--- src/common/mem_defines.svh ---
`ifndef MEM_DEFINES_SVH
`define MEM_DEFINES_SVH

// --------------------------------------------------
// data RAM geometry
// --------------------------------------------------

// word address, 256 words
`define MEM_ADDR_W 8
// one RAM word
`define MEM_DATA_W 64
// one enable per byte lane
`define MEM_BE_W (`MEM_DATA_W / 8)

// --------------------------------------------------
// command path sizes
// --------------------------------------------------

// buffer entries and pointer width
`define CMD_BUF_DEPTH 8
`define CMD_BUF_PTR_W 3
// consumer queue slots
`define CONS_Q_DEPTH 2
// packed command, op + addr + wdata + be
`define CMD_WORD_W (1 + `MEM_ADDR_W + `MEM_DATA_W + `MEM_BE_W)

`endif

--- src/common/mem_pkg.sv ---
`include "mem_defines.svh"

package mem_pkg;

  // --------------------------------------------------
  // command opcodes
  // --------------------------------------------------
  typedef enum logic
  {
    MEM_WRITE = 1'b0,
    MEM_READ  = 1'b1
  } mem_op_e;

  // consumer sequencer
  // issue pops the queue, hold waits for the response handshake
  typedef enum logic
  {
    CONS_ISSUE    = 1'b0,
    CONS_RSP_HOLD = 1'b1
  } cons_state_e;

  // --------------------------------------------------
  // payload vectors
  // --------------------------------------------------
  typedef logic [`MEM_ADDR_W-1:0] mem_addr_t;
  typedef logic [`MEM_DATA_W-1:0] mem_data_t;
  // bit n enables byte lane n
  typedef logic [`MEM_BE_W-1:0]   mem_be_t;

endpackage

--- src/common/cmd_credit_if.sv ---
`timescale 1ns/1ps
`include "mem_defines.svh"

// credit based command link
// one valid pulse per command, one credit pulse per freed slot
interface cmd_credit_if;

  // command strobe, sender side
  logic               valid;
  // command fields
  mem_pkg::mem_op_e   op;
  mem_pkg::mem_addr_t addr;
  mem_pkg::mem_data_t wdata;
  mem_pkg::mem_be_t   be;
  // slot freed, receiver side
  logic               credit;

  modport sender
  (
    output valid,
    output op,
    output addr,
    output wdata,
    output be,
    input  credit
  );

  modport receiver
  (
    input  valid,
    input  op,
    input  addr,
    input  wdata,
    input  be,
    output credit
  );

endinterface

--- src/cmd_buffer/cmd_buffer.sv ---
`timescale 1ns/1ps
`include "mem_defines.svh"

module cmd_buffer
(
  input  logic           clka,
  input  logic           rst,

  // commands from the producer
  cmd_credit_if.receiver rx,
  // commands towards the consumer
  cmd_credit_if.sender   tx
);

  localparam int CNT_W = $clog2(`CMD_BUF_DEPTH + 1);
  localparam int CCR_W = $clog2(`CONS_Q_DEPTH + 1);

  // field positions inside a packed entry
  localparam int DATA_LSB = `MEM_BE_W;
  localparam int ADDR_LSB = DATA_LSB + `MEM_DATA_W;
  localparam int OP_BIT   = ADDR_LSB + `MEM_ADDR_W;

  logic [`CMD_BUF_PTR_W-1:0] wr_ptr;
  logic [`CMD_BUF_PTR_W-1:0] rd_ptr;
  logic [CNT_W-1:0]          count;
  logic [CCR_W-1:0]          cons_cred;
  logic                      rd_en;
  logic                      send_q;
  logic [`CMD_WORD_W-1:0]    wr_word;
  logic [`CMD_WORD_W-1:0]    rd_word;

  // --------------------------------------------------
  // storage
  // --------------------------------------------------
  assign wr_word = {rx.op, rx.addr, rx.wdata, rx.be};

  // head is read when present and the consumer has room
  assign rd_en = (count != '0) && (cons_cred != '0);

  cmd_sdp_ram u_ram
  (
    .clka  (clka),
    .we    (rx.valid),
    .waddr (wr_ptr),
    .wdata (wr_word),
    .re    (rd_en),
    .raddr (rd_ptr),
    .rdata (rd_word)
  );

  // --------------------------------------------------
  // pointers and occupancy
  // --------------------------------------------------

  // pointers wrap at the buffer depth
  always_ff @(posedge clka)
  begin
    if (rst)
    begin
      wr_ptr    <= '0;
      rd_ptr    <= '0;
      count     <= '0;
      cons_cred <= CCR_W'(`CONS_Q_DEPTH);
      send_q    <= 1'b0;
    end
    else
    begin
      if (rx.valid)
        wr_ptr <= wr_ptr + `CMD_BUF_PTR_W'(1);
      if (rd_en)
        rd_ptr <= rd_ptr + `CMD_BUF_PTR_W'(1);
      case ({rx.valid, rd_en})
        2'b10:   count <= count + CNT_W'(1);
        2'b01:   count <= count - CNT_W'(1);
        default: count <= count;
      endcase
      // consumer slots, taken at read and given back by its credit
      case ({rd_en, tx.credit})
        2'b10:   cons_cred <= cons_cred - CCR_W'(1);
        2'b01:   cons_cred <= cons_cred + CCR_W'(1);
        default: cons_cred <= cons_cred;
      endcase
      // ram output is valid one cycle after the read
      send_q <= rd_en;
    end
  end

  // unpack the entry onto the consumer link
  assign tx.valid = send_q;
  assign tx.op    = mem_pkg::mem_op_e'(rd_word[OP_BIT]);
  assign tx.addr  = rd_word[ADDR_LSB +: `MEM_ADDR_W];
  assign tx.wdata = rd_word[DATA_LSB +: `MEM_DATA_W];
  assign tx.be    = rd_word[0 +: `MEM_BE_W];

  // slot handed back to the producer as the entry goes out
  assign rx.credit = send_q;

endmodule

--- src/cmd_buffer/cmd_sdp_ram.sv ---
`timescale 1ns/1ps
`include "mem_defines.svh"

module cmd_sdp_ram
(
  input  logic                      clka,

  // write port
  input  logic                      we,
  input  logic [`CMD_BUF_PTR_W-1:0] waddr,
  input  logic [`CMD_WORD_W-1:0]    wdata,

  // read port
  input  logic                      re,
  input  logic [`CMD_BUF_PTR_W-1:0] raddr,
  output logic [`CMD_WORD_W-1:0]    rdata
);

  // one packed command per entry
  logic [`CMD_WORD_W-1:0] mem [`CMD_BUF_DEPTH];

  // write port
  always_ff @(posedge clka)
  begin
    if (we)
      mem[waddr] <= wdata;
  end

  // read port, output holds while re is low
  always_ff @(posedge clka)
  begin
    if (re)
      rdata <= mem[raddr];
  end

endmodule

--- src/flat_wrapper.sv ---
// flat-port wrapper written by rule: the top's interface ports become plain ports
module cmd_buffer_flat 
  (clka, rst, rx_valid, rx_op, rx_addr, rx_wdata, rx_be, rx_credit, tx_valid, tx_op, tx_addr, tx_wdata, tx_be, tx_credit);
  cmd_credit_if rx_i ();
  cmd_credit_if tx_i ();
  input  logic clka;
  input  logic rst;
  input wire logic [$bits(rx_i.valid)-1:0] rx_valid;
  input wire logic [$bits(rx_i.op)-1:0] rx_op;
  input wire logic [$bits(rx_i.addr)-1:0] rx_addr;
  input wire logic [$bits(rx_i.wdata)-1:0] rx_wdata;
  input wire logic [$bits(rx_i.be)-1:0] rx_be;
  output wire logic [$bits(rx_i.credit)-1:0] rx_credit;
  output wire logic [$bits(tx_i.valid)-1:0] tx_valid;
  output wire logic [$bits(tx_i.op)-1:0] tx_op;
  output wire logic [$bits(tx_i.addr)-1:0] tx_addr;
  output wire logic [$bits(tx_i.wdata)-1:0] tx_wdata;
  output wire logic [$bits(tx_i.be)-1:0] tx_be;
  input wire logic [$bits(tx_i.credit)-1:0] tx_credit;
  assign rx_i.valid = rx_valid;
  assign rx_i.op = rx_op;
  assign rx_i.addr = rx_addr;
  assign rx_i.wdata = rx_wdata;
  assign rx_i.be = rx_be;
  assign rx_credit = rx_i.credit;
  assign tx_valid = tx_i.valid;
  assign tx_op = tx_i.op;
  assign tx_addr = tx_i.addr;
  assign tx_wdata = tx_i.wdata;
  assign tx_be = tx_i.be;
  assign tx_i.credit = tx_credit;
  cmd_buffer u_core (.clka(clka), .rst(rst), .rx(rx_i), .tx(tx_i));
endmodule
--- config.mk ---
export PLATFORM = sky130hd
export DESIGN_NAME = cmd_buffer_flat
export DESIGN_NICKNAME = d
export VERILOG_FILES = /design/src/common/mem_pkg.sv /design/src/common/cmd_credit_if.sv /design/src/cmd_buffer/cmd_buffer.sv /design/src/cmd_buffer/cmd_sdp_ram.sv /design/src/flat_wrapper.sv
export VERILOG_INCLUDE_DIRS = /design/src /design/src/common
export SDC_FILE = /design/constraint.sdc
export NUM_CORES = 1
export LEC_CHECK = 0
export ABC_CLOCK_PERIOD_IN_PS = 9500
export BUFFER_PORTS_ARGS = -buffer_cell sky130_fd_sc_hd__buf_2
export CAP_MARGIN = 20
export CORE_AREA = 2 2 316 240
export CTS_CLUSTER_SIZE = 10
export DETAILED_ROUTE_END_ITERATION = 10
export DIE_AREA = 0 0 318 242
export PLACE_DENSITY = 0.61
export SYNTH_ARGS = -nofsm -noshare
export SYNTH_HDL_FRONTEND = slang
export SYNTH_SLANG_ARGS = --single-unit
--- constraint.sdc ---
create_clock -name clka -period 9.5 [get_ports clka]
set_input_delay 0.475 -clock clka [delete_from_list [all_inputs] [get_ports clka]]
set_output_delay 0.475 -clock clka [all_outputs]
set_load 0.05 [all_outputs]
Word level (Yosys, flattened, before mapping)
Memory sizes are Yosys's and may differ from the RTL's. A register that Yosys moved wholly into a read port is not among the register bits.
Cells that the tools add are included.
W data, S select, Z words.
{"block": "word_totals", "mem_count": 1, "register_bits": 13, "ramBits": 648, "out_inout_bits": 83, "elab_cells": 25, "input_bits": 85}
{"memory": "u_core.u_ram.mem", "words": 8, "width": 81, "rd": 1, "rd_ports_with_merged_regs": 1, "write_ports": 1, "line": "cmd_sdp_ram.sv:20", "text": "logic [`CMD_WORD_W-1:0] mem [`CMD_BUF_DEPTH];"}
{"block": "classes", "n_eq_ne": 4, "reduce_logical": 5, "mux": 4, "addsub": 6}
{"cell": "$pmux W4 S2", "n": 1}
{"cell": "$add A3 B1 Y3 const B", "n": 2}
{"cell": "$reduce_bool A2 Y1", "n": 3}
{"cell": "$add A4 B1 Y4 const B", "n": 1}
{"cell": "$eq A2 B1 Y1 const B", "n": 2}
{"cell": "$eq A2 B2 Y1 const B", "n": 2}
{"cell": "$pmux W2 S2", "n": 1}
{"cell": "$reduce_bool A4 Y1", "n": 1}
{"cell": "$sub A4 B1 Y4 const B", "n": 1}
{"cell": "$add A2 B1 Y2 const B", "n": 1}
{"cell": "$mux W1", "n": 2}
{"cell": "$sub A2 B1 Y2 const B", "n": 1}
{"cell": "$logic_and A1 B1 Y1", "n": 1}

Longest topological paths before layout
{"block": "logic_depth", "ltp_word": 4, "depth_mapped": 10}

By module
From an unflattened synthesis, not the netlist that was laid out.
{"block": "unflattened", "hier_cells": 1098, "area_unflattened_um2": 27820.4}
{"mod": "cmd_sdp_ram", "cells_each": 1030, "area_each_um2": 27161.0, "n_inst": 1}
{"mod": "cmd_buffer", "cells_each": 68, "area_each_um2": 659.4, "n_inst": 1}

Worst setup path after synthesis
Ideal clock, no wire load.
{"block": "synth_path", "path_type": "input-to-reg", "from": "input rx_valid", "to": "memory u_core.u_ram.mem[0][0] (netlist name), enable pin", "arrival_time_ns": 6.059, "t_required_ns": 8.880, "n_path_buf": 0, "slack_ns": 2.821, "stages": 2, "cell_sequence": "nand2b_1 > nor3_1"}
{"block": "synth_via", "elab_chain_len": 2}
{"item": "from (decl)", "line": "flat_wrapper.sv:8", "text": "input wire logic [$bits(rx_i.valid)-1:0] rx_valid;"}
{"item": "$mux W1", "line": "cmd_sdp_ram.sv:25", "text": "if (we)"}
{"item": "$mux W1 (not written as such)", "line": "cmd_sdp_ram.sv:26", "text": "mem[waddr] <= wdata;"}
{"item": "to (decl)", "line": "cmd_sdp_ram.sv:20"}
No other way between the ends.

==> results.json <==
{
  "rsz0062_at_grt": "false",
  "slew_headroom_pct": 31.3,
  "worstSkewPairLatency_ns": 0.62,
  "placementRows": 87,
  "critPathRequiredTime_ns": 9.86,
  "synth-edff-count": 729,
  "synth_nets": 1190,
  "drive_above_1_share_pct": 39.9,
  "cpPeakStageDelay_ns": 0.84,
  "ys.flop_type": "edfxtp_1",
  "syn-cell-area_um2": 27800,
  "ys_warn_count": 0,
  "cts.sinks": 742,
  "postCtsSetupBuffers": 0,
  "synthCells": 1099,
  "antenna_found_initial": 11,
  "grt_start_max_net_pins": 63,
  "synth_cell_types": 33,
  "crit_top_cell": "buf_4",
  "core_area_um2": 74100,
  "async_reset_ff_share_pct": 0,
  "slew_viol_final": 0,
  "fin_nets": 1420,
  "fill_cells": 6245,
  "holdCritPathClass": "in2reg",
  "period_share_pct": 36.9,
  "clockBufferDepth": 3,
  "cp_data_arrival_time_ns": 3.87,
  "max_freq_mhz": 285,
  "port_buffers": 167,
  "wl_um": 56500,
  "crit_buf_inv": 2,
  "cts-htree-levels": 3,
  "start_util_pct": 37.4,
  "dr_total_vias": 11859,
  "drt_iter0_drc": 998,
  "cts_root_buf": "clkbuf_16",
  "design_area_um2": 32000,
  "dr.pass1.iters": 5,
  "ys_seq_elements": 742,
  "drc": 0,
  "start_kind": "flop",
  "hold_viol_final": 0,
  "die_area_um2": 77000,
  "die_w_um": 318,
  "path_cells": "buf_4 > buf_4 > mux4_2 > mux2_4",
  "ant_nets": 0,
  "crit_type": "reg2reg",
  "dp_hpwl_um": 29200,
  "peakVddDrop_v": 0.000269,
  "tightest_slew_ns": 1.03,
  "grt_util_all_layers_pct": 14.8,
  "fin_crit_ns": 3.51,
  "outcome": "completed",
  "path_max_fanout": 62,
  "gp_congestion": 0.682,
  "tritoncts": "yes",
  "area_growth_pct": 15.4,
  "clock_skew_ns": 0.0132,
  "holdBufCountCts": 0,
  "multiInputGateArea_um2": 5300,
  "avgSynthCellArea_um2": 25.3,
  "p_leak_nw": 10.3,
  "placed_area_um2": 29700,
  "endpoint_kind": "flop",
  "cts_repair_resize_count": 0,
  "seq_area_um2": 22200,
  "die_y_um": 242,
  "grt.overflow.total": 0,
  "maxCapViolCount": 0,
  "clk_pin_slew_ns": 0.05,
  "reg2reg_setup_slack_ns": 5.99,
  "grt_pass1_wl_um": 83500,
  "fin_setup_tns_ns": 0,
  "top_level_ports": 168,
  "cts_buffers": 84,
  "setup_viol": 0,
  "grt_pass1_vias": 12570,
  "power_per_cell_area_nw_per_um2": 288,
  "vias_per_cell": 5.07,
  "ys_seq_area_share_pct": 79.8,
  "crit_slowest_cell": "buf_4",
  "cp_top_family": "buffers and inverters",
  "wl_per_cell_um": 24.2
}
[final cells by class]
type                    instances  area share (%)
flip-flops and latches        742            69.2
multi-input cells             307            16.6
clock buffers                 107            6.90
well taps                     979            3.82
repair buffers                192            3.32
clock inverters                 6           0.184
inverters                       2          0.0312
diodes                          2          0.0156
[layout by cell type, fill, tap and decap left out, types with 2 or more instances in the layout]
cell,instances
or2_2,2
nor2_1,10
clkbuf_16,85
diode_2,2
nor2b_1,2
nor2_4,6
nand2b_1,3
buf_16,2
mux4_2,162
dfxtp_4,3
buf_4,23
nand2_1,6
dfxtp_1,10
xor2_1,6
o21ai_0,3
a21oi_1,3
clkbuf_1,22
mux2_2,11
mux2_4,70
nor3_2,2
mux2i_1,2
inv_6,4
ha_1,6
edfxtp_1,729
xnor2_1,3
buf_2,167
[power breakdown]
group          switching [mW]  internal (mW)
registers               0.183           4.02
clock network            1.17           1.61
logic                    1.42          0.835
[flip-flops by register name (all words and copies together) (netlist names)]
name	count
u_core.u_ram.mem	648
u_core.u_ram.rdata	81
u_core.count	4
u_core.rd_ptr	3
u_core.wr_ptr	3
u_core.cons_cred	2
u_core.rx.credit	1
[through the flow]
step	hold slack, ns	std cells	utilization [%]	power [mW]	setup slack (ns)
5_1_grt	0.0990	2335	43.2	9.63	5.79
3_3_place_gp	0.523	2220	40.1	6.56	5.95
3_5_place_dp	0.527	2220	40.1	6.58	5.90
2_1_floorplan	0.492	1099	-	6.02	2.82
6_report	0.129	2337	43.2	9.24	5.99
4_1_cts	0.0783	2333	43.1	9.39	5.90
[cell usage after synthesis, types with 3 or more instances]
cell	n	area share, %
edfxtp_1	729	79
mux4_2	162	13
mux2_4	70	3.8
buf_2	19	0.34
nor2_1	16	0.22
dfxtp_1	13	0.94
mux2_2	11	0.45
clkbuf_1	10	0.14
buf_1	9	0.12
buf_12	8	0.58
ha_1	6	0.27
nand2_1	6	0.081
xor2_1	6	0.19
a21oi_1	3	0.054
nand2b_1	3	0.068
nor3_1	3	0.054
o21ai_0	3	0.054
xnor2_1	3	0.095
[final timing paths]
check | start | end | cells past startpoint
max | u_core.rd_ptr[1]$_SDFFE_PP0P_ | u_core.u_ram.rdata[66]$_DFFE_PP_ | 4
min | rx_wdata[34] | u_core.u_ram.mem[7][42]$_DFFE_PP_ | 1
max reg2reg | u_core.rd_ptr[1]$_SDFFE_PP0P_ | u_core.u_ram.rdata[66]$_DFFE_PP_ | 4
min reg2reg | u_core.wr_ptr[2]$_SDFFE_PP0P_ | u_core.wr_ptr[2]$_SDFFE_PP0P_ | 2
[per-layer routing]
| metal | routed length (um) | global-route usage (%) | share of wire, % |
|---|---|---|---|
| met1 | 24500 | 19.7 | 43 |
| met2 | 27800 | 24.3 | 49 |
| met3 | 3200 | 3.96 | 5.7 |
| met4 | 928 | 3.52 | 1.6 |
| met5 | 105 | 0 | 0.19 |
[cell families after synthesis]
kind of cell / after synthesis / synth area share [%]
and+or+nand+nor: 36 / 0.631
DFF: 742 / 79.8
AOI/OAI and AO/OA: 10 / 0.234
muxes: 246 / 17.5
xor gates and xnor gates: 9 / 0.284
buffers and inverters: 50 / 1.27
adders and majority gates: 6 / 0.270
Power figures use the tool's default switching activity.
