--- src/common/mem_defines.svh ---
`ifndef MEM_DEFINES_SVH
`define MEM_DEFINES_SVH

// --------------------------------------------------
// data RAM geometry
// --------------------------------------------------

// word address, 256 words
`define MEM_ADDR_W 8
// one RAM word
`define MEM_DATA_W 64
// one enable per byte lane
`define MEM_BE_W (`MEM_DATA_W / 8)

// --------------------------------------------------
// command path sizes
// --------------------------------------------------

// buffer entries and pointer width
`define CMD_BUF_DEPTH 8
`define CMD_BUF_PTR_W 3
// consumer queue slots
`define CONS_Q_DEPTH 2
// packed command, op + addr + wdata + be
`define CMD_WORD_W (1 + `MEM_ADDR_W + `MEM_DATA_W + `MEM_BE_W)

`endif

--- src/common/mem_pkg.sv ---
`include "mem_defines.svh"

package mem_pkg;

  // --------------------------------------------------
  // command opcodes
  // --------------------------------------------------
  typedef enum logic
  {
    MEM_WRITE = 1'b0,
    MEM_READ  = 1'b1
  } mem_op_e;

  // consumer sequencer
  // issue pops the queue, hold waits for the response handshake
  typedef enum logic
  {
    CONS_ISSUE    = 1'b0,
    CONS_RSP_HOLD = 1'b1
  } cons_state_e;

  // --------------------------------------------------
  // payload vectors
  // --------------------------------------------------
  typedef logic [`MEM_ADDR_W-1:0] mem_addr_t;
  typedef logic [`MEM_DATA_W-1:0] mem_data_t;
  // bit n enables byte lane n
  typedef logic [`MEM_BE_W-1:0]   mem_be_t;

endpackage

--- src/common/cmd_credit_if.sv ---
`timescale 1ns/1ps
`include "mem_defines.svh"

// credit based command link
// one valid pulse per command, one credit pulse per freed slot
interface cmd_credit_if;

  // command strobe, sender side
  logic               valid;
  // command fields
  mem_pkg::mem_op_e   op;
  mem_pkg::mem_addr_t addr;
  mem_pkg::mem_data_t wdata;
  mem_pkg::mem_be_t   be;
  // slot freed, receiver side
  logic               credit;

  modport sender
  (
    output valid,
    output op,
    output addr,
    output wdata,
    output be,
    input  credit
  );

  modport receiver
  (
    input  valid,
    input  op,
    input  addr,
    input  wdata,
    input  be,
    output credit
  );

endinterface

--- src/logic/cmd_producer.sv ---
`timescale 1ns/1ps
`include "mem_defines.svh"

module cmd_producer
(
  input  logic               clka,
  input  logic               rst,

  // top level command port
  input  logic               cmd_valid,
  output logic               cmd_ready,
  input  mem_pkg::mem_op_e   cmd_op,
  input  mem_pkg::mem_addr_t cmd_addr,
  input  mem_pkg::mem_data_t cmd_wdata,
  input  mem_pkg::mem_be_t   cmd_be,

  // link towards the command buffer
  cmd_credit_if.sender       tx
);

  // counter must reach the full buffer depth
  localparam int CRED_W = $clog2(`CMD_BUF_DEPTH + 1);

  logic [CRED_W-1:0] credit_cnt;
  logic              send;

  // --------------------------------------------------
  // acceptance
  // --------------------------------------------------

  // ready only while a buffer slot is known free
  assign cmd_ready = (credit_cnt != '0);
  assign send      = cmd_valid & cmd_ready;

  // accepted command leaves in the same cycle
  assign tx.valid = send;
  assign tx.op    = cmd_op;
  assign tx.addr  = cmd_addr;
  assign tx.wdata = cmd_wdata;
  assign tx.be    = cmd_be;

  // --------------------------------------------------
  // credit counter
  // --------------------------------------------------

  // send takes one, returned credit gives one back
  // both in one cycle leaves the count unchanged
  always_ff @(posedge clka)
  begin
    if (rst)
    begin
      credit_cnt <= CRED_W'(`CMD_BUF_DEPTH);
    end
    else if (send && !tx.credit)
    begin
      credit_cnt <= credit_cnt - CRED_W'(1);
    end
    else if (!send && tx.credit)
    begin
      credit_cnt <= credit_cnt + CRED_W'(1);
    end
  end

endmodule

--- src/flat_wrapper.sv ---
// flat-port wrapper written by rule: the top's interface ports become plain ports
module cmd_producer_flat 
  (clka, rst, cmd_valid, cmd_ready, cmd_op, cmd_addr, cmd_wdata, cmd_be, tx_valid, tx_op, tx_addr, tx_wdata, tx_be, tx_credit);
  cmd_credit_if tx_i ();
  input  logic clka;
  input  logic rst;
  input  logic cmd_valid;
  output logic cmd_ready;
  input  mem_pkg::mem_op_e cmd_op;
  input  mem_pkg::mem_addr_t cmd_addr;
  input  mem_pkg::mem_data_t cmd_wdata;
  input  mem_pkg::mem_be_t cmd_be;
  output wire logic [$bits(tx_i.valid)-1:0] tx_valid;
  output wire logic [$bits(tx_i.op)-1:0] tx_op;
  output wire logic [$bits(tx_i.addr)-1:0] tx_addr;
  output wire logic [$bits(tx_i.wdata)-1:0] tx_wdata;
  output wire logic [$bits(tx_i.be)-1:0] tx_be;
  input wire logic [$bits(tx_i.credit)-1:0] tx_credit;
  assign tx_valid = tx_i.valid;
  assign tx_op = tx_i.op;
  assign tx_addr = tx_i.addr;
  assign tx_wdata = tx_i.wdata;
  assign tx_be = tx_i.be;
  assign tx_i.credit = tx_credit;
  cmd_producer u_core (.clka(clka), .rst(rst), .cmd_valid(cmd_valid), .cmd_ready(cmd_ready), .cmd_op(cmd_op), .cmd_addr(cmd_addr), .cmd_wdata(cmd_wdata), .cmd_be(cmd_be), .tx(tx_i));
endmodule
--- config.mk ---
export PLATFORM = sky130hd
export DESIGN_NAME = cmd_producer_flat
export DESIGN_NICKNAME = d
export VERILOG_FILES = /design/src/common/mem_pkg.sv /design/src/common/cmd_credit_if.sv /design/src/logic/cmd_producer.sv /design/src/flat_wrapper.sv
export VERILOG_INCLUDE_DIRS = /design/src /design/src/common
export SDC_FILE = /design/constraint.sdc
export NUM_CORES = 1
export LEC_CHECK = 0
export BUFFER_PORTS_ARGS = -buffer_cell sky130_fd_sc_hd__clkbuf_2
export CAP_MARGIN = 20
export CORE_AREA = 2 2 65 67
export CTS_BUF_LIST = sky130_fd_sc_hd__clkbuf_8
export DETAILED_ROUTE_END_ITERATION = 7
export DIE_AREA = 0 0 67 69
export PLACE_DENSITY = 0.78
export SYNTH_ARGS = -nofsm -noshare
export SYNTH_HDL_FRONTEND = slang
export SYNTH_SLANG_ARGS = --single-unit
--- constraint.sdc ---
create_clock -name clka -period 2.9 [get_ports clka]
set_input_delay 0.725 -clock clka [delete_from_list [all_inputs] [get_ports clka]]
set_output_delay 0.725 -clock clka [all_outputs]
set_load 0.01 [all_outputs]
# Word level (Yosys, flattened, before mapping)
# Index checks and enable logic that the tools add are counted.
[totals]
memories = 0
wordCells = 12
in_bits = 85
latch_bits = 0
ff_bits = 4
rom_bits = 0
ram_bits = 0
[op_classes]
n_mul = 0
order_cmp = 0
n_eq_ne = 0
n_mux = 2
bitwise_logic = 1
reduce_logical = 6
n_addsub = 2
shifts = 0
n_div = 0
[op_table]
columns = ["op", "n"]
rows = [
  ["$mux W4", 2],
  ["$add A4 B1 Y4 const B", 1],
  ["$reduce_bool A4 Y1", 1],
  ["$sub A4 B1 Y4 const B", 1],
  ["$logic_and A1 B1 Y1", 2],
  ["$logic_not A1 Y1", 2],
  ["$reduce_bool A2 Y1", 1],
  ["$and A1 B1 Y1", 1],
]

# Longest topological paths before layout
# Gate-level depths: netlist of the first run.
[depth]
word_depth = 6
depth_mapped = 9
depth_no_buf = 9

# Worst setup path before layout of the first run
# OpenSTA, ideal clock, no wires.
[synth_path]
kind = "register -> register"
start = "register u_core.credit_cnt[2]"
end = "register u_core.credit_cnt[2]"
path_stages_with_launch = 10
setup_slack_ps = 505
required_time_ps = 2830
arrival_ps = 2326
setup_ps = 70
cell_sequence = "dfxtp_1 or4_1 and2_1 ha_1 xor2_1 ha_1 a21oi_2 xor2_1 or3_1 a21oi_1"
[synth_between]
elab_chain_len = 5
elab_cells_between_ends = 10
[synth_rtl]
columns = ["element", "line", "source"]
rows = [
  ["start, declared", "cmd_producer.sv:24", "logic [CRED_W-1:0] credit_cnt;"],
  ["start signal, assigned", "cmd_producer.sv:52", "credit_cnt <= CRED_W'(`CMD_BUF_DEPTH);"],
  ["start signal, assigned", "cmd_producer.sv:56", "credit_cnt <= credit_cnt - CRED_W'(1);"],
  ["start signal, assigned", "cmd_producer.sv:60", "credit_cnt <= credit_cnt + CRED_W'(1);"],
  ["$reduce_bool A4 Y1 *", "cmd_producer.sv:32", "assign cmd_ready = (credit_cnt != '0);"],
  ["named net cmd_ready", "flat_wrapper.sv:8", "output logic cmd_ready;"],
  ["$and A1 B1 Y1 *", "cmd_producer.sv:33", "assign send = cmd_valid & cmd_ready;"],
  ["named net tx_valid", "flat_wrapper.sv:13", "output wire logic [$bits(tx_i.valid)-1:0] tx_valid;"],
  ["$logic_not A1 Y1", "cmd_producer.sv:58", "else if (!send && tx.credit)"],
  ["$logic_and A1 B1 Y1", "cmd_producer.sv:58", ""],
  ["$reduce_bool A2 Y1 (no line)", "n/a", ""],
]
# The timed path passes the listed nets; every way through them passes the cells marked *. The select of a mux whose other input is x is not followed.
# A chain may end at the register's enable or synchronous reset.

# Worst setup path in the final report of the first run
[layout_path]
start = "register u_core.credit_cnt[2]"
end = "register u_core.credit_cnt[2]"
[layout_between]
elab_chain_len = 5
elab_cells_between_ends = 10
[layout_rtl]
columns = ["element"]
rows = [
  ["branches (longest 5 deep; another with $add A4 B1 Y4)"],
]
# Several ways; the timed one is not identified. The select of a mux whose other input is x is not followed.

==> metrics.md, run 1 <==
| Metric | Value |
|---|---|
| Worst min path class | `reg -> reg` |
| Clock buffer depth | `2` |
| Delay-heaviest family, CP | `simple AND/OR/NAND/NOR gates` |
| Critical path required time | `approximately 3100 ps` |
| Sw frac | `0.298` |
| Worst vdd ir | `311 uV` |
| Routed Antenna Nets | `0` |
| Area growth syn-to-layout | `-54.6%` |
| DRT Pass-1 Iters | `2` |
| Largest net degree at the start of global routing | `7` |
| Grt total ovfl | `0` |
| Share of cells above drive strength 1 | `0.237` |
| Synthesized instance count | `111` |
| Worst relative slew slack | `0.791` |
| CTS Hold Buffers Added | `0` |
| Crit Path Class | `reg -> reg` |
| Tmin final | `2450 ps` |
| Htree depth | `1` |
| Routed vias | `338` |
| Status | `finished, final reports clean` |
| Fmax | `409 MHz` |
| First-pass GRT wire length | `about 1.8 mm` |
| Pwr dens | `just over 700 nW/um2` |
| Max-cap violation count | `0` |
| Max stage delay cell, worst path | `or4_1` |
| Row count | `23` |
| Slowest stage delay, CP | `between 500 and 600 ps` |
| Fillers | `472` |
| Worst-path clk slew | `~30 ps` |
| GP Congestion | `0.768` |
| Post-layout nets | `~130` |
| Root buffer cell | `clkbuf_8` |
| Initial antenna violation count | `0` |
| Detailed Route Iter0 Violations | `5` |
| Setup crit start kind | `flip-flop` |
| Setup skew after layout | `1.09 ps` |
| Mapped Nets | `199` |
| CTS tree | `yes` |
| Biggest regs | `u_core.credit_cnt x4` |
| Hold Vio Cnt, Final | `0` |
| Vias in the first global route | `409` |
| Die W | `67 um` |
| Reg2reg start | `u_core.credit_cnt[2]$_SDFFE_PP0P_` |
| Worst R2R End | `u_core.credit_cnt[2]$_SDFFE_PP0P_` |
| Cell count of the worst reg-to-reg path | `9` |
| Synth Area per Inst | `about 7.9 um2` |
| # resized after CTS | `0` |
| R2R Setup Slk | `between 400 and 500 ps` |
| Comb pwr share | `0.280` |
| Kind of end point of the critical path | `flip-flop` |
| Setup repair after global routing missed its margin | `no` |
| Port bufs | `5` |
| Post-route clock period utilization | `0.844` |
| Synth Cell Area | `between 800 and 900 um2` |
| CP Data Arrival Time | `2590 ps` |
| Via density | `3.84` |
| Critical Path Start | `u_core.credit_cnt[2]$_SDFFE_PP0P_` |
| Max FFs per register | `4` |
| Largest Register | `u_core.credit_cnt` |
| Worst path cell trace | `or4_1 > and2_1 > ha_1 > xor2_1 > ha_1 > a21oi_2 > xor2_1 > or3_1 > a21oi_1` |
| Worst-Margin Slew | `roughly 310 ps` |
| Pleak | `0.159 nW` |
| CTS buffer count | `3` |
| Wire per inst | `13.9 um` |
| DRC viols | `0` |
| Seq cells post-synth | `4` |
| Worst skew pair latency | `220 ps` |
| Routed wire length | `~1.2 mm` |
| Worst Path Max Fanout | `6` |
| I/O pins | `168` |
| Most common cell after layout, fill and taps aside | `clkbuf_2` |
| Internal power | `0.000197 W` |
| Post-Route Utilization | `0.102` |
| Sum of negative setup slack | `0 ps` |
| Yosys warns | `0` |
| N_diodes | `0` |
| Final setup viols | `0` |
| Total global-route track usage | `0.0537` |
| Crit path to | `u_core.credit_cnt[2]$_SDFFE_PP0P_` |
| Post-synth cell types | `16` |
| P_sw | `approximately 0.000084 W` |
| Buf/Inv on CP | `0` |
| Clock group share of total power | `0.415` |
| Sequential share of the synthesized area | `0.0913` |
| Die area | `about 4600 um2` |
| Critical path depth in cells | `9` |
| Initial core utilization | `0.224` |
| Most frequent cells in the layout | `clkbuf_2, nor2b_1, dfxtp_1` |
| Sequential share of power | `0.305` |
| Max Slew Vio Count | `0` |
| Die height | `69 um` |
| Clk sinks | `4` |
| Post-CTS setup buffers | `0` |
| CORE AREA | `3910 um2` |
-- worst min-delay path, cell delays in order, from the launching register on --
cell and delay [ps]:
dfxtp_1 300, nor2_1 100, mux2i_1 70
-- worst min-delay path by stage --
stage | start | endpoint | slack (ps) | cells past startpoint
3_3_place_gp | u_core.credit_cnt[3]$_SDFFE_PP1P_ | u_core.credit_cnt[3]$_SDFFE_PP1P_ | 510 | 2
5_1_grt | u_core.credit_cnt[3]$_SDFFE_PP1P_ | u_core.credit_cnt[3]$_SDFFE_PP1P_ | 580 | 2
3_5_place_dp | u_core.credit_cnt[3]$_SDFFE_PP1P_ | u_core.credit_cnt[3]$_SDFFE_PP1P_ | 520 | 2
2_1_floorplan | u_core.credit_cnt[2]$_SDFFE_PP0P_ | u_core.credit_cnt[2]$_SDFFE_PP0P_ | 480 | 2
4_1_cts | u_core.credit_cnt[3]$_SDFFE_PP1P_ | u_core.credit_cnt[3]$_SDFFE_PP1P_ | 530 | 2
6_report | u_core.credit_cnt[3]$_SDFFE_PP1P_ | u_core.credit_cnt[3]$_SDFFE_PP1P_ | 530 | 2
-- cell usage after synthesis --
cell	count	area, um2
a21oi_1	2	10.0
a21oi_2	1	8.76
a31oi_1	1	6.26
and2_1	1	6.26
buf_4	81	608
dfxtp_1	4	80.1
ha_1	3	37.5
inv_1	1	3.75
mux2i_1	2	20.0
nor2_1	3	11.3
nor2b_1	4	25.0
o21ai_0	1	5.00
o32ai_1	1	8.76
or3_1	2	12.5
or4_1	1	7.51
xor2_1	3	26.3
-- power by group through the flow --
| stage | combinational, W | sequential (W) | clock, W |
|---|---|---|---|
| after floorplan | 0.000177 | 0.0000817 | 0 |
| after global placement | 0.0000766 | 0.0000855 | 0 |
| after detailed placement | 0.0000775 | 0.0000862 | 0 |
| after CTS | 0.0000784 | 0.0000856 | 0.000120 |
| after global routing | 0.0000889 | 0.0000887 | 0.000122 |
| final | 0.0000785 | 0.0000856 | 0.000117 |
-- stage by stage --
step / hold slack (ps) / cells / cell area (um2) / total power [W] / worst slack (ps)
floorplan: 481 / 111 / 877 / 0.000259 / 505
global placement: 509 / 85 / 357 / 0.000162 / 572
detailed placement: 525 / 85 / 357 / 0.000164 / 491
CTS: 529 / 88 / 398 / 0.000284 / 472
global route: 584 / 88 / 398 / 0.000299 / 317
finish: 526 / 88 / 398 / 0.000281 / 453
-- metal layers --
layer	GRT usage	wire (um)	vias to the layer above	share of wire
met1	0.0268	276	120	0.23
li1	-	-	122	-
met3	0.0522	297	47	0.24
met5	0	0	-	0
met4	0.134	267	0	0.22
met2	0.0506	378	49	0.31
-- logic make-up after synthesis --
logic type,after synthesis,share of synthesized area
compound gates,6,0.0442
xor+xnor,3,0.0300
fa+ha+maj,3,0.0428
buf+inv,82,0.698
flops,4,0.0913
mux,2,0.0228
simple gates,11,0.0713
-- cell type report --
cell class	count	area, um2	share of cell area
multi-input combinational	25	185	0.465
tap	50	62.6	0.157
inverter	1	3.75	0.00943
timing repair buffer	5	25.0	0.0629
clock buffer	3	41.3	0.104
sequential	4	80.1	0.201
Note: power is estimated with default switching activity, not from simulation.
==> run 2: changes to the inputs <==
Settings changed: CORE_AREA 2 2 65 67 to 2 2 66 68, DIE_AREA 0 0 67 69 to 0 0 68 70, PLACE_DENSITY 0.78 to 0.79.
Clock period 2.9 ns to 2.2 ns, I/O delays scaled along.
==> metrics.md, run 2 (same netlist as run 1, synthesis figures left out) <==
| Metric | Value |
|---|---|
| Status | `finished, final reports clean` |
| Placed Cells | `92 (+8.2%)` |
| CTS tree | `yes` |
| Htree depth | `1 (unchanged)` |
| Kind of end point of the critical path | `flip-flop` |
| Fmax | `457 MHz (+12%)` |
| Fillers | `486 (+3.0%)` |
| I/O pins | `168 (unchanged)` |
| Cell count of the worst reg-to-reg path | `9 (unchanged)` |
| Max-cap violation count | `0 (unchanged)` |
| Max Slew Vio Count | `0 (unchanged)` |
| Critical path required time | `2340 ps (-710 ps)` |
| Worst R2R End | `u_core.credit_cnt[2]$_SDFFE_PP0P_` |
| Total global-route track usage | `0.0624 (+0.00862)` |
| Hold Vio Cnt, Final | `0 (unchanged)` |
| Die height | `70 um (+1.4%)` |
| DRC viols | `0 (unchanged)` |
| Worst relative slew slack | `0.833 (+0.0425)` |
| Tot Pwr | `0.000415 W (+48%)` |
| Post-route clock period utilization | `0.994 (+0.150)` |
| Hold_ws | `578 ps (+52.1 ps)` |
| Most common cell after layout, fill and taps aside | `buf_4` |
| Wire per inst | `16.1 um (+16%)` |
| Pleak | `0.193 nW (+21%)` |
| Critical Path Start | `u_core.credit_cnt[3]$_SDFFE_PP1P_` |
| R2R Setup Slk | `10 ps (-440 ps)` |
| Biggest regs | `u_core.credit_cnt x4` |
| Setup skew after layout | `0.170 ps (-0.924 ps)` |
| Crit Path Class | `reg -> reg` |
| CP Data Arrival Time | `2330 ps (-260 ps)` |
| Worst skew pair latency | `210 ps (about the same)` |
| Setup repair after global routing missed its margin | `yes` |
| Post-Route Utilization | `0.115 (+0.0131)` |
| Worst hold endpoint | `u_core.credit_cnt[2]$_SDFFE_PP0P_` |
| Largest net degree at the start of global routing | `6 (-1)` |
| Root buffer cell | `clkbuf_8` |
| CORE AREA | `4140 um2 (+5.9%)` |
| Vias in the first global route | `435 (+6.4%)` |
| Pwr dens | `873 nW/um2 (+24%)` |
| Row count | `24 (+4.3%)` |
| Final setup viols | `0 (unchanged)` |
| Worst-path clk slew | `30 ps (about the same)` |
| Routed vias | `354 (+4.7%)` |
| First-pass GRT wire length | `2.14 mm (+19%)` |
| Worst min path class | `in -> reg` |
| Min-delay src | `rst` |
| Detailed Route Iter0 Violations | `1 (-4)` |
| Routed Antenna Nets | `0 (unchanged)` |
| Via density | `3.69 (-4.0%)` |
| Most frequent cells in the layout | `buf_4, clkbuf_2, nor2b_1` |
| Die W | `68 um (+1.5%)` |
| Clk sinks | `4 (unchanged)` |
| DRT Pass-1 Iters | `2 (unchanged)` |
| Grt total ovfl | `0 (unchanged)` |
| Initial core utilization | `0.212 (-0.0125)` |
| HPWL Detailed | `about 1.3 mm` |
| Clock buffer depth | `2 (unchanged)` |
| Largest Register | `u_core.credit_cnt` |
| N_diodes | `0 (unchanged)` |
| Worst Path Max Fanout | `3 (-3)` |
| GP Congestion | `0.715 (-6.9%)` |
| Area of the multi-input gates | `214 um2 (+16%)` |
| Max FFs per register | `4 (unchanged)` |
| Die area | `4760 um2 (+3.0%)` |
| Area growth syn-to-layout | `-45.8%` |
| Initial antenna violation count | `0 (unchanged)` |
| Setup crit start kind | `flip-flop` |
| Final non-filler cell total | `96 (+9.1%)` |
| Worst vdd ir | `237 uV (-24%)` |
| Reg2reg start | `u_core.credit_cnt[3]$_SDFFE_PP1P_` |
| Worst-Margin Slew | `250 ps (-62.8 ps)` |
| Port bufs | `5 (unchanged)` |
| CTS buffer count | `3 (unchanged)` |
| Sequential cell area | `81.3 um2 (+1.6%)` |
| Share of cells above drive strength 1 | `0.477 (+0.240)` |
| Min-Delay Path Depth | `2 (unchanged)` |
| Routed wire length | `1.54 mm (+27%)` |
| Tmin final | `2190 ps (-260 ps)` |
| Post-layout nets | `134 (+4.7%)` |
## run 2: cell count changes in the layout (fill, tap and decap cells not counted), sizes merged
| cell | change |
|---|---|
| buf | +6 |
## run 2: per-layer routing
layer / wire length, um / global-route usage / vias up / share of wire
met3: 452 / 0.0773 / 28 / 0.29
met4: 153 / 0.0911 / 0 / 0.099
met2: 652 / 0.0831 / 63 / 0.42
met5: 0 / 0 / - / 0
met1: 286 / 0.0265 / 127 / 0.19
li1: - / - / 136 / -
## run 2: critical path, cell delays in order, from the launching register on
cell and delay [ps]:
dfxtp_2 310, or4_4 520, and2_4 170, ha_4 160
xor2_1 140, ha_2 190, a21oi_2 30, xor2_1 140
or3_1 310, a21oi_1 140
## run 2: what timing repair did
action / 4_1_cts / 5_1_grt
buffers inserted: 0 / 1
hold buffers: 0 / 0
gates resized for setup: 2 / 1
endpoints found under the setup margin: 1 / 2
## run 2: area by class of cell
class | count | area share
Timing Repair Buffer | 11 | 0.147
Clock buffer | 3 | 0.0868
Inverter | 1 | 0.00789
Tap cell | 52 | 0.137
Multi-Input combinational cell | 25 | 0.450
Sequential cell | 4 | 0.171
## run 2: worst max-delay path by stage
stage,endpoint,slack [ps],depth (start not counted)
after detailed placement,u_core.credit_cnt[2]$_SDFFE_PP0P_,10,9
after CTS,u_core.credit_cnt[2]$_SDFFE_PP0P_,0.1,9
after global routing,u_core.credit_cnt[2]$_SDFFE_PP0P_,-50,9
final,u_core.credit_cnt[2]$_SDFFE_PP0P_,10,9
after floorplan,u_core.credit_cnt[2]$_SDFFE_PP0P_,10,9
after global placement,u_core.credit_cnt[2]$_SDFFE_PP0P_,50,9
## run 2: through the flow
| stage | area [um2] | setup slack [ps] | setup TNS, ps |
|---|---|---|---|
| after floorplan | 896 | 11.9 | 0 |
| after global placement | 415 | 48.0 | 0 |
| after detailed placement | 415 | 13.1 | 0 |
| after CTS | 460 | 0.101 | 0 |
| after global routing | 475 | -53.5 | -53.5 |
| final | 475 | 12.3 | 0 |
## run 2: where the power goes
group          internal [W]  switching [W]  total [W]
Clock              0.000116      0.0000327   0.000149
Combinational     0.0000879      0.0000780   0.000166
Sequential        0.0000915     0.00000874   0.000100
==> run 3: changes to the inputs <==
Settings changed: SETUP_SLACK_MARGIN from default to 0.1.
Clock period 2.2 ns to 1.9 ns, I/O delays scaled along.
==> metrics.md, run 3 (same netlist as run 1, synthesis figures left out) <==
| Metric | Value |
|---|---|
| Clock buffer depth | `2 (unchanged)` |
| Sum of negative setup slack | `-600 ps (-600 ps)` |
| Total global-route track usage | `0.0630 (+0.000646)` |
| Via density | `3.69 (about the same)` |
| Max-cap violation count | `0 (unchanged)` |
| Port bufs | `5 (unchanged)` |
| Root buffer cell | `clkbuf_8` |
| Max Slew Vio Count | `0 (unchanged)` |
| Largest Register | `u_core.credit_cnt` |
| Detailed Route Iter0 Violations | `6 (+5)` |
| Row count | `24 (unchanged)` |
| Setup slack after layout | `-304 ps (-316 ps)` |
| CTS buffer count | `3 (unchanged)` |
| N_diodes | `0 (unchanged)` |
| Pleak | `0.211 nW (+9.6%)` |
| Wire per inst | `15.1 um (-5.8%)` |
| Routed vias | `365 (+3.1%)` |
| Initial antenna violation count | `0 (unchanged)` |
| CTS tree | `yes` |
| Area growth syn-to-layout | `-39.7%` |
| HPWL Detailed | `1.14 mm (-12%)` |
| Final Cell Area | `529 um2 (+11%)` |
| DRT Pass-1 Iters | `2 (unchanged)` |
| Routed wire length | `1.50 mm (-2.9%)` |
| Worst-path clk slew | `30 ps (about the same)` |
| R2R Setup Slk | `-300 ps (-320 ps)` |
| Htree depth | `1 (unchanged)` |
| First-pass GRT wire length | `2.12 mm (-0.98%)` |
| I/O pins | `168 (unchanged)` |
| Setup repair after global routing missed its margin | `yes` |
| Hold Vio Cnt, Final | `0 (unchanged)` |
| CP Data Arrival Time | `2350 ps (+20 ps)` |
| Die height | `70 um (unchanged)` |
| Post-layout nets | `137 (+2.2%)` |
| Pwr dens | `993 nW/um2 (+14%)` |
| Kind of end point of the critical path | `flip-flop` |
| Fmax | `454 MHz (-0.74%)` |
| Placed cell areas | `434 um2 (+4.5%)` |
| Biggest regs | `u_core.credit_cnt x4` |
| DRC viols | `0 (unchanged)` |
| Status | `finished with violations` |
| Worst Path Max Fanout | `2 (-1)` |
| Setup crit start kind | `flip-flop` |
| Worst vdd ir | `293 uV (+23%)` |
| Worst relative slew slack | `0.825 (-0.00826)` |
| Worst min path class | `in -> reg` |
| Most frequent cells in the layout | `buf_4, nor2b_1, clkbuf_2` |
| Worst skew pair latency | `220 ps (about the same)` |
| GP Congestion | `0.797 (+11%)` |
| Vias in the first global route | `415 (-4.6%)` |
| Most common cell after layout, fill and taps aside | `buf_4` |
| Crit Path Class | `reg -> reg` |
| Critical path required time | `2040 ps (-300 ps)` |
| Grt total ovfl | `0 (unchanged)` |
| Routed Antenna Nets | `0 (unchanged)` |
| Die W | `68 um (unchanged)` |
| Largest net degree at the start of global routing | `6 (unchanged)` |
| Setup skew after layout | `3.98 ps (+3.81 ps)` |
| Share of cells above drive strength 1 | `0.574 (+0.0972)` |
| Clk sinks | `4 (unchanged)` |
| Post-route clock period utilization | `1.16 (+0.166)` |
| Worst-Margin Slew | `262 ps (+12.4 ps)` |
| Initial core utilization | `0.212 (unchanged)` |
| Max FFs per register | `4 (unchanged)` |
| CTS Hold Buffers Added | `0 (unchanged)` |
| Tmin final | `2200 ps (+16.3 ps)` |
| Failing checks | `negative setup slack` |
| Die area | `4760 um2 (unchanged)` |
| CORE AREA | `4140 um2 (unchanged)` |
| Final setup viols | `3 (+3)` |
==> run 3: layout make-up <==
cell class	instances	area, um2
clock buffers	3	41.3
well taps	52	65.1
inverters	1	3.75
flip-flops and latches	4	82.6
fillers	475	3610
repair buffers	14	106
multi-input cells	25	230
==> run 3: path summary, 6_finish.rpt <==
check                                                        from                                end  cells past startpoint
worst max-delay path            u_core.credit_cnt[3]$_SDFFE_PP1P_  u_core.credit_cnt[2]$_SDFFE_PP0P_                      9
worst min register to register  u_core.credit_cnt[0]$_SDFFE_PP0P_  u_core.credit_cnt[0]$_SDFFE_PP0P_                      3
worst max register to register  u_core.credit_cnt[3]$_SDFFE_PP1P_  u_core.credit_cnt[2]$_SDFFE_PP0P_                      9
worst min-delay path                                          rst  u_core.credit_cnt[2]$_SDFFE_PP0P_                      2
==> run 3: report_power, final <==
group,internal [W],switching (W)
registers,0.000107,0.0000111
logic,0.000127,0.000102
clock network,0.000135,0.0000438
==> run 3: through the flow <==
| stage | util | cells | hold WS [ps] | power (W) | setup slack, ps |
|---|---|---|---|---|---|
| global placement | 0.105 | 94 | 611 | 0.000302 | -233 |
| CTS | 0.124 | 99 | 484 | 0.000520 | -312 |
| detailed placement | 0.105 | 94 | 615 | 0.000306 | -291 |
| global route | 0.128 | 99 | 495 | 0.000562 | -377 |
| finish | 0.128 | 99 | 486 | 0.000526 | -304 |
| floorplan | - | 111 | 474 | 0.000408 | -260 |
==> run 3: worst max-delay path, stage by stage (launching register included) <==
cell and delay, ps:
dfxtp_2 310, or4_4 530, and2_4 170, ha_4 160
xor2_1 140, ha_2 200, a21oi_2 40, xor2_1 140
or3_1 330, a21oi_2 120
==> run 3: timing repair <==
| item | CTS | global route |
|---|---|---|
| endpoints found under the setup margin | 4 | 5 |
| resized for setup | 4 | 4 |
| endpoints found under the hold margin | 0 | 0 |
| gates cloned | 0 | 0 |
| setup buffers | 2 | 0 |
| pin swaps | 3 | 2 |
==> run 3: routing by layer <==
layer / global-route usage / wire length [um] / up-vias
met1: 0.0364 / 310 / 156
met3: 0.0548 / 319 / 24
li1: - / - / 143
met4: 0.0889 / 134 / 0
met2: 0.0906 / 734 / 42
met5: 0 / 0 / -
